### src/fp32Pkg.sv
// FP32 divider package
`default_nettype none

package fp32Pkg;

	// --------------------------------------------------
	// format constants
	// --------------------------------------------------
	// exponent msb index
	localparam int EMSB = 7;
	// fraction msb index, hidden bit excluded
	localparam int FMSB = 22;
	// extended fraction msb, two integer bits on top
	localparam int FX = 2 * FMSB + 3;
	localparam int BIAS = 127;

	// extra low-order bits carried by the mantissa divider
	localparam int FADD = 9;
	// quotient width, twice the divider operand width
	localparam int QBITS = (FMSB + FADD) * 2;

	// ld to done at the top:
	// decode 1, iterations QBITS/2, done pulse 1, core tail 3, normalize 1, round 1
	localparam int DIV_LATENCY = 38;

	// full quiet-NaN fractions, quiet bit included
	// infinity over infinity
	localparam logic [FMSB:0] QINFDIV = 23'h400002;
	// zero over zero
	localparam logic [FMSB:0] QZEROZERO = 23'h400003;

	// --------------------------------------------------
	// operand and result structs
	// --------------------------------------------------
	typedef struct packed {
		logic sign;
		logic [EMSB:0] exp;
		logic [FMSB:0] frac;
	} FP32;

	// unnormalized quotient, frac[FX:FX-1] is the integer part
	typedef struct packed {
		logic sign;
		logic [EMSB:0] exp;
		logic [FX:0] frac;
	} FP32X;

	// normalized value with rounding bits, hidden bit implied
	typedef struct packed {
		logic sign;
		logic [EMSB:0] exp;
		logic [FMSB:0] frac;
		logic guard;
		logic round;
		logic sticky;
	} FP32N;

	typedef enum logic [2:0] {
		rmNearestEven = 3'd0,
		rmTowardZero  = 3'd1,
		rmDown        = 3'd2,
		rmUp          = 3'd3,
		rmNearestMax  = 3'd4
	} roundMode_e;

	typedef enum logic [1:0] {
		dsIdle = 2'd0,
		dsRun  = 2'd1,
		dsDone = 2'd2
	} divState_e;

endpackage

`default_nettype wire

### src/fpDecomp32Reg.sv
// Registered operand decode
`timescale 1ns/1ps
`default_nettype none

module fpDecomp32Reg import fp32Pkg::*; (
	input  logic clk,
	input  logic ce,
	input  FP32 i,
	output logic sgn,
	output logic xz,
	output logic vz,
	output logic inf,
	output logic nan,
	output logic [EMSB:0] exp,
	output logic [FMSB+1:0] fract
);

	logic expZero;
	logic expOnes;
	logic fracZero;

	// field classification
	assign expZero = ~|i.exp;
	assign expOnes = &i.exp;
	assign fracZero = ~|i.frac;

	always_ff @(posedge clk) begin
		if (ce) begin
			sgn <= i.sign;
			exp <= i.exp;
			// hidden bit only for a nonzero exponent
			fract <= {~expZero, i.frac};
			xz <= expZero;
			// true zero, both fields clear
			vz <= expZero & fracZero;
			inf <= expOnes & fracZero;
			nan <= expOnes & ~fracZero;
		end
	end

endmodule

`default_nettype wire

### src/fpMantDivider.sv
// Radix-2 restoring mantissa divider
`timescale 1ns/1ps
`default_nettype none

module fpMantDivider import fp32Pkg::*; (
	input  logic clk,
	input  logic rst,
	input  logic ce,
	input  logic ld,
	input  logic [FMSB+FADD-1:0] a,
	input  logic [FMSB+FADD-1:0] b,
	output logic [QBITS-1:0] q,
	output logic [7:0] lzcnt,
	output logic done
);

	divState_e state;
	// iterations left, two quotient bits each
	logic [4:0] cnt;

	logic [FMSB+FADD-1:0] bReg;
	logic [FMSB+FADD-1:0] rem;
	logic [FMSB+FADD-1:0] remNext;
	logic [FMSB+FADD-1:0] r;
	// dividend shifts out the top while quotient bits enter the bottom
	logic [QBITS-1:0] qd;
	logic [QBITS-1:0] qdNext;
	logic [QBITS-1:0] d;
	logic [FMSB+FADD:0] t;
	logic qb;
	logic [7:0] lz;
	logic found;

	// --------------------------------------------------
	// two shift-subtract steps per clock
	// --------------------------------------------------
	always_comb begin
		r = rem;
		d = qd;
		for (int k = 0; k < 2; k++) begin
			// partial remainder stays below b, so one subtract is enough
			t = {r, d[QBITS-1]};
			qb = (t >= {1'b0, bReg});
			if (qb) begin
				t = t - {1'b0, bReg};
			end
			r = t[FMSB+FADD-1:0];
			d = {d[QBITS-2:0], qb};
		end
		remNext = r;
		qdNext = d;
	end

	// leading zeros of the finished quotient
	always_comb begin
		lz = '0;
		found = 1'b0;
		for (int k = QBITS - 1; k >= 0; k--) begin
			if (!found) begin
				if (qd[k]) begin
					found = 1'b1;
				end else begin
					lz = lz + 8'd1;
				end
			end
		end
	end

	// --------------------------------------------------
	// control
	// --------------------------------------------------
	always_ff @(posedge clk) begin
		if (rst) begin
			state <= dsIdle;
			cnt <= '0;
			done <= 1'b0;
		end else if (ce) begin
			done <= 1'b0;
			case (state)
				dsIdle: begin
					// a load anywhere else is dropped
					if (ld) begin
						cnt <= 5'(QBITS / 2 - 1);
						state <= dsRun;
					end
				end
				dsRun: begin
					if (cnt == '0) begin
						state <= dsDone;
					end else begin
						cnt <= cnt - 5'd1;
					end
				end
				dsDone: begin
					done <= 1'b1;
					state <= dsIdle;
				end
				default: state <= dsIdle;
			endcase
		end
	end

	// datapath
	always_ff @(posedge clk) begin
		if (ce) begin
			if (state == dsIdle && ld) begin
				bReg <= b;
				qd <= {a, {(FMSB + FADD){1'b0}}};
				rem <= '0;
			end else if (state == dsRun) begin
				rem <= remNext;
				qd <= qdNext;
			end else if (state == dsDone) begin
				// nonzero remainder folds into the lsb as sticky
				q <= {qd[QBITS-1:1], qd[0] | (|rem)};
				lzcnt <= lz;
			end
		end
	end

endmodule

`default_nettype wire

### src/fpDivide32.sv
// FP32 divide core
`timescale 1ns/1ps
`default_nettype none

module fpDivide32 import fp32Pkg::*; (
	input  logic clk,
	input  logic rst,
	input  logic ce,
	input  logic ld,
	input  FP32 a,
	input  FP32 b,
	output FP32X o,
	output logic done,
	output logic signExe,
	output logic overflow,
	output logic underflow
);

	logic ldAcc;
	logic ld1;

	// decoded operands
	logic sa;
	logic sb;
	logic aXz;
	logic bXz;
	logic aInf;
	logic bInf;
	logic aNan;
	logic bNan;
	logic [EMSB:0] xa;
	logic [EMSB:0] xb;
	logic [FMSB+1:0] fracta;
	logic [FMSB+1:0] fractb;

	logic [QBITS-1:0] q;
	logic [QBITS-1:0] divo1;
	logic [7:0] lzcnt;
	logic divDone;
	logic dDone1;
	logic dDone2;

	// biased exponent, two extra bits for sign and overflow
	logic [EMSB+2:0] ex1;
	logic over;
	logic under;
	logic special;

	// only one division at a time
	assign ldAcc = ld & done;

	// --------------------------------------------------
	// operand decode, captured on an accepted load
	// --------------------------------------------------
	fpDecomp32Reg u1a (
		.clk(clk), .ce(ce & ldAcc), .i(a), .sgn(sa), .xz(aXz), .vz(),
		.inf(aInf), .nan(aNan), .exp(xa), .fract(fracta)
	);
	fpDecomp32Reg u1b (
		.clk(clk), .ce(ce & ldAcc), .i(b), .sgn(sb), .xz(bXz), .vz(),
		.inf(bInf), .nan(bNan), .exp(xb), .fract(fractb)
	);

	// mantissas padded with low zeros to the divider width
	fpMantDivider u2 (
		.clk(clk), .rst(rst), .ce(ce), .ld(ld1),
		.a({fracta, {(FADD - 2){1'b0}}}),
		.b({fractb, {(FADD - 2){1'b0}}}),
		.q(q), .lzcnt(lzcnt), .done(divDone)
	);

	// load delay and done pulse tail
	always_ff @(posedge clk) begin
		if (rst) begin
			ld1 <= 1'b0;
			dDone1 <= 1'b0;
			dDone2 <= 1'b0;
		end else if (ce) begin
			ld1 <= ldAcc;
			dDone1 <= divDone;
			dDone2 <= dDone1;
		end
	end

	// leading one lands one below the top, integer part reads 01
	assign divo1 = q << (lzcnt - 8'd1);

	// --------------------------------------------------
	// exponent and range checks
	// --------------------------------------------------
	always_ff @(posedge clk) begin
		if (ce) begin
			// quotient of equal mantissas has lzcnt = QBITS-1-(FMSB+FADD)
			ex1 <= {2'b00, xa} - {2'b00, xb}
				+ 10'(BIAS + QBITS - 1 - FMSB - FADD) - {2'b00, lzcnt};
			// at or above all ones
			over <= ~ex1[EMSB+2] & (ex1[EMSB+1] | (&ex1[EMSB:0]));
			// negative or zero, flushed
			under <= ex1[EMSB+2] | (ex1 == '0);
		end
	end

	// zero exponent counts as zero, denormals flush
	assign special = aNan | bNan | aInf | bInf | aXz | bXz;

	// --------------------------------------------------
	// result select
	// --------------------------------------------------
	always_ff @(posedge clk) begin
		if (rst) begin
			o <= '0;
			done <= 1'b1;
			signExe <= 1'b0;
			overflow <= 1'b0;
			underflow <= 1'b0;
		end else if (ce) begin
			if (ldAcc) begin
				done <= 1'b0;
			end
			if (dDone2) begin
				done <= 1'b1;
				o.sign <= sa ^ sb;
				if (aNan) begin
					// quiet the incoming payload
					o.exp <= '1;
					o.frac <= {2'b01, 1'b1, fracta[FMSB-1:0], {(FMSB + 1){1'b0}}};
				end else if (bNan) begin
					o.exp <= '1;
					o.frac <= {2'b01, 1'b1, fractb[FMSB-1:0], {(FMSB + 1){1'b0}}};
				end else if (aInf & bInf) begin
					o.exp <= '1;
					o.frac <= {2'b01, QINFDIV, {(FMSB + 1){1'b0}}};
				end else if (aXz & bXz) begin
					o.exp <= '1;
					o.frac <= {2'b01, QZEROZERO, {(FMSB + 1){1'b0}}};
				end else if (bInf | aXz) begin
					// x/inf and 0/x
					o.exp <= '0;
					o.frac <= '0;
				end else if (bXz | aInf) begin
					// x/0 and inf/x
					o.exp <= '1;
					o.frac <= {2'b01, {(FX - 1){1'b0}}};
				end else if (over) begin
					// largest finite with all rounding bits set,
					// the rounder then picks infinity or max by mode
					o.exp <= {{EMSB{1'b1}}, 1'b0};
					o.frac <= {2'b01, {(FX - 1){1'b1}}};
				end else if (under) begin
					o.exp <= '0;
					o.frac <= '0;
				end else begin
					o.exp <= ex1[EMSB:0];
					o.frac <= divo1[QBITS-1 -: FX + 1];
				end
				signExe <= sa & sb;
				overflow <= over & ~special;
				underflow <= under & ~over & ~special;
			end
		end
	end

endmodule

`default_nettype wire

### src/fpNormalize32.sv
// Quotient normalizer
`timescale 1ns/1ps
`default_nettype none

module fpNormalize32 import fp32Pkg::*; (
	input  logic clk,
	input  logic ce,
	input  logic underI,
	input  FP32X i,
	output FP32N o
);

	// shift needed when the 2's place is clear
	logic sh;
	logic [FX:0] m2;
	logic [EMSB:0] expN;

	// hidden bit ends up at FX after at most one left shift
	assign sh = ~i.frac[FX];
	assign m2 = i.frac << sh;

	// integer part 1x moves the point right, so exponent goes up
	assign expN = i.exp + {{EMSB{1'b0}}, ~sh};

	always_ff @(posedge clk) begin
		if (ce) begin
			if (underI) begin
				// flushed, keep the sign
				o <= '{sign: i.sign, default: '0};
			end else begin
				o <= '{
					sign:   i.sign,
					exp:    expN,
					frac:   m2[FX-1 -: FMSB + 1],
					guard:  m2[FX-FMSB-2],
					round:  m2[FX-FMSB-3],
					// everything below round
					sticky: |m2[FX-FMSB-4:0]
				};
			end
		end
	end

endmodule

`default_nettype wire

### src/fpRound32.sv
// FP32 rounder
`timescale 1ns/1ps
`default_nettype none

module fpRound32 import fp32Pkg::*; (
	input  logic clk,
	input  logic ce,
	input  roundMode_e rm,
	input  FP32N i,
	output FP32 o
);

	logic inexact;
	logic inc;
	// fraction plus carry out
	logic [FMSB+1:0] sum;
	logic [EMSB:0] expR;

	assign inexact = i.guard | i.round | i.sticky;

	// increment decision
	always_comb begin
		case (rm)
			rmNearestEven: inc = i.guard & (i.round | i.sticky | i.frac[0]);
			rmTowardZero:  inc = 1'b0;
			rmDown:        inc = i.sign & inexact;
			rmUp:          inc = ~i.sign & inexact;
			// ties away from zero
			rmNearestMax:  inc = i.guard;
			default:       inc = 1'b0;
		endcase
	end

	assign sum = {1'b0, i.frac} + {{(FMSB + 1){1'b0}}, inc};
	// carry out leaves the fraction at zero
	assign expR = i.exp + {{EMSB{1'b0}}, sum[FMSB+1]};

	always_ff @(posedge clk) begin
		if (ce) begin
			if (&i.exp) begin
				// NaN and infinity untouched
				o <= '{sign: i.sign, exp: i.exp, frac: i.frac};
			end else if (&expR) begin
				// rounded up into infinity; modes without an increment
				// never get here and keep the largest finite value
				o <= '{sign: i.sign, exp: '1, frac: '0};
			end else begin
				o <= '{sign: i.sign, exp: expR, frac: sum[FMSB:0]};
			end
		end
	end

endmodule

`default_nettype wire

### src/fpDivide32nr.sv
// FP32 divider top
`timescale 1ns/1ps
`default_nettype none

module fpDivide32nr import fp32Pkg::*; (
	input  logic clk,
	input  logic rst,
	input  logic ce,
	input  logic ld,
	input  roundMode_e rm,
	input  FP32 a,
	input  FP32 b,
	output FP32 out,
	output logic done,
	output logic signExe,
	output logic overflow,
	output logic underflow
);

	// status that follows the result down the pipe
	typedef struct packed {
		logic done;
		logic signExe;
		logic overflow;
		logic underflow;
	} divStat_t;

	FP32X coreO;
	FP32N normO;
	divStat_t coreStat;
	divStat_t stat1;
	divStat_t stat2;

	// core accepts only while the visible result is valid
	fpDivide32 u1 (
		.clk(clk), .rst(rst), .ce(ce), .ld(ld & done), .a(a), .b(b), .o(coreO),
		.done(coreStat.done), .signExe(coreStat.signExe),
		.overflow(coreStat.overflow), .underflow(coreStat.underflow)
	);

	fpNormalize32 u2 (
		.clk(clk), .ce(ce), .underI(coreStat.underflow), .i(coreO), .o(normO)
	);

	fpRound32 u3 (
		.clk(clk), .ce(ce), .rm(rm), .i(normO), .o(out)
	);

	// two stages to line up with normalize and round
	always_ff @(posedge clk) begin
		if (rst) begin
			stat1 <= '{done: 1'b1, default: 1'b0};
			stat2 <= '{done: 1'b1, default: 1'b0};
		end else if (ce) begin
			stat1 <= coreStat;
			stat2 <= stat1;
		end
	end

	// falls right after a load, rises with the rounded result
	assign done = coreStat.done & stat2.done;
	assign signExe = stat2.signExe;
	assign overflow = stat2.overflow;
	assign underflow = stat2.underflow;

endmodule

`default_nettype wire

### config.mk
export PLATFORM = sky130hd
export DESIGN_NAME = fpDivide32nr
export DESIGN_NICKNAME = d
export VERILOG_FILES = /design/src/fp32Pkg.sv /design/src/fpDecomp32Reg.sv /design/src/fpMantDivider.sv /design/src/fpDivide32.sv /design/src/fpNormalize32.sv /design/src/fpRound32.sv /design/src/fpDivide32nr.sv
export SDC_FILE = /design/constraint.sdc
export NUM_CORES = 1
export LEC_CHECK = 0
export BUFFER_PORTS_ARGS = -buffer_cell sky130_fd_sc_hd__buf_2
export CAP_MARGIN = 20
export CORE_AREA = 3 3 397 203
export CTS_BUF_LIST = sky130_fd_sc_hd__clkbuf_4
export DETAILED_ROUTE_END_ITERATION = 12
export DIE_AREA = 0 0 400 206
export HOLD_SLACK_MARGIN = 0.12
export PLACE_DENSITY_LB_ADDON = 0.3
export SYNTH_ARGS = -nofsm -noshare
export SYNTH_HDL_FRONTEND = slang
export SYNTH_HIERARCHICAL = 1
export SYNTH_SLANG_ARGS = --single-unit
export TNS_END_PERCENT = 30
### constraint.sdc
create_clock -name clk -period 24 [get_ports clk]
set_input_delay 1.2 -clock clk [delete_from_list [all_inputs] [get_ports clk]]
set_output_delay 1.2 -clock clk [all_outputs]
set_load 0.02 [all_outputs]
==> metrics.cfg <==
[floorplan]
std_cell_rows = 72
die_area_mm2 = 0.0824
core_area_mm2 = 0.0771
fp.dieW_um = 400
floorplan.die.height_um = 206
initial_utilization_pct = 44.8
num_io_pins = 107

[sta]
worstMarginPinSlew_ps = 1120
setup_ws_ps = -2490
unrepaired_setup_endpoints_after_global_routing = true
finalHoldViolations = 0
finalCritPeriodShare_pct = 110
setup_viol_count_final = 7
fin_worst_skew_ps = 88.5
timing.slew.headroom_pct = 25.0
drv_slew = 0
hold_ws_ps = 430
max_freq_mhz = 37.8
min_period_ps = 26490

[pwr]
internal_power_w = 0.00127
flop_pwr_share_pct = 48.6
power.clock.fraction_pct = 34.9
worst_vdd_ir_v = 0.0000324
swShare_pct = 28.2
total_leakage_power_nw = 15.4
powerDensity_mw_per_mm2 = 44.8
p_switching_w = 0.000501
share_of_power_burned_in_combinational_logic_pct = 16.5

[drt]
final_antenna_violating_net_count = 0
drt_pass1_iterations = 6
num_vias = 30700
detail_route.wirelength_mm = 103
wl_per_cell_um = 19.9
highest_routing_layer_actually_used = met4
post_drt_via_cell_ratio = 5.93
met2_wirelength_mm = 46.8
route.layer.met1.wl_mm = 46.3
length_of_routed_met3_wiring_mm = 7.76
drc_violation_total_after_the_first_tritonroute_iteration = 3255
detail_route.drc_violations = 0

[layout]
layout.nets = 4278
drive_above_1_share_pct = 20.4
multiInputGateArea_mm2 = 0.0217
fin_util_pct = 51.3
register_area_mm2 = 0.0120
areaGrowthSynthToFinish_pct = 14.6
stdcell_count = 5176
num-fill-cells = 7064

[placed_design]
port-buffer-count = 106
globalplace.congestion = 1.03
placement.setup.worst_slack_ps = -2210
dp.cells = 4890
hpwl_mm = 77.3

[worst_setup_path]
kind_of_end_point_of_the_critical_path = flip-flop
critical_path.max_fanout = 4
critPathLaunchType = flip-flop
data_arrival_critical_path_ps = 27050
slowest_stage = edfxtp_1
worst_path_most_repeated_cell = buf_4
worst-setup-path-type = flip-flop to flip-flop
worst_ep_required_time_ps = 24560
cp_slowest_stage_delay_ps = 430

[run]
maxCapViolCount = 0

[global_routing]
grt_start_max_net_pins = 82
number_of_antenna_violations_at_the_first_check_in_global_routing = 3
grt_remaining_overflow = 0
wire_length_of_the_first_global_routing_pass_mm = 161
gr-usage-all-layers_pct = 24.4
grt_pass1_vias = 28800

[synthesis]
synth-warning-count = 6
syn_avg_cell_area_um2 = 9.27
syn-instance-count = 3724
synth.cell_area_mm2 = 0.0345

[outcome]
violations = setup timing
status = finished with violations

[cts]
clock_pin_slew_worst_setup_and_hold_paths_ps = 60
clock_tree.buffer_depth = 3
worst_skew_pair.late_latency_ps = 880
cts_tree = built
numCtsBuffers = 105
postCtsHoldBufs = 0
clock_tree.root_cell = clkbuf_4
h-tree-depth = 3
sinks_on_the_clock_net = 425

[hold_path]
min_path_type = flip-flop to flip-flop

cells in the final DEF, fill, tap and decap left out, types with 17 or more instances in the layout:
cell type and n:
buf_4 264, a21o_1 17, clkinv_1 29, nor4_1 47, mux2i_1 164, nor3_1 83, nand2_1 334, nand4_1 55
a21boi_0 36, a31oi_1 24, o211ai_1 18, xnor2_1 135, and3_1 30, and2_1 28, o22ai_1 29, nor2b_1 81
nand3_1 91, a221oi_1 22, or3_1 32, a211oi_1 26, or4_1 19, mux2_2 51, ha_1 138, a21oi_1 216
o31ai_1 23, buf_2 105, dfxtp_1 80, o21ai_0 197, xor2_1 85, mux4_2 66, inv_1 189, nand2b_1 45
clkbuf_4 152, edfxtp_1 345, o21ai_1 18, nor2_1 414
path summary, 6_finish.rpt:
kind | startpoint | end | slack [ps] | cells after the start
max | u1/u2/qd[61] | u1/u2/lzcnt[7] | -2490 | 159
min | u1/u1b/fract[22] | u1/u2/bReg[29] | 430 | 0
max reg2reg | u1/u2/qd[61] | u1/u2/lzcnt[7] | -2490 | 159
min reg2reg | u1/u1b/fract[22] | u1/u2/bReg[29] | 430 | 0
power groups by stage:
stage / combinational [W] / sequential, W / clock [W]
after floorplan: 0.000192 / 0.000863 / 0
after global placement: 0.000264 / 0.000876 / 0
after detailed placement: 0.000271 / 0.000877 / 0
after CTS: 0.000283 / 0.000860 / 0.000636
after global routing: 0.000324 / 0.000863 / 0.000676
final: 0.000292 / 0.000862 / 0.000619
registers in the layout (all words and copies together) (netlist names), 10 cells and up:
| signal | count |
|---|---|
| u2/o | 35 |
| u1/ex1 | 10 |
| u1/u2/bReg | 31 |
| u1/u1a/fract | 24 |
| u1/u1b/fract | 24 |
| u1/o | 57 |
| u1/u2/qd | 62 |
| u1/u2/q | 62 |
| u3/o | 32 |
| u1/u2/rem | 31 |
stage by stage:
step           instance area (µm²)  TNS (ps)  total power (W)
5_1_grt                      39600    -24180          0.00186
4_1_cts                      39400     -7990          0.00178
3_3_place_gp                 37300     -5290          0.00114
2_1_floorplan                34800     -2010          0.00106
6_report                     39600    -14340          0.00177
3_5_place_dp                 37300    -12150          0.00115
critical path: cells and delay by family, from the launching register on:
kind | cells | cell delay (ps)
AND/OR/NAND/NOR | 40 | 4320
adder cells (fa/ha/maj) | 25 | 6790
XOR/XNOR | 3 | 540
flip-flops | 1 | 430
multiplexers | 19 | 3160
AO/OA/AOI/OAI | 38 | 6800
buffers and inverters | 34 | 4130
final cells by class:
| type | instances | area share (%) |
|---|---|---|
| Antenna cell | 3 | 0.0190 |
| Clock buffer | 152 | 2.88 |
| Clock inverter | 43 | 0.610 |
| Inverter | 194 | 1.85 |
| Multi-Input combinational cell | 2953 | 54.7 |
| Sequential cell | 425 | 30.2 |
| Tap cell | 1036 | 3.27 |
| Timing Repair Buffer | 370 | 6.40 |
repair_timing:
| action | 4_1_cts | 5_1_grt |
|---|---|---|
| resized for setup | 17 | 30 |
| endpoints found under the setup margin | 7 | 7 |
| setup buffers | 77 | 11 |
| pin swaps | 53 | 42 |
layer usage:
layer	track usage (%)	vias to the layer above
met3	3.68	173
met2	38.9	1202
met1	34.7	14800
met5	0	-
met4	6.24	0
li1	-	14500
(Power assumes the default switching activity.)
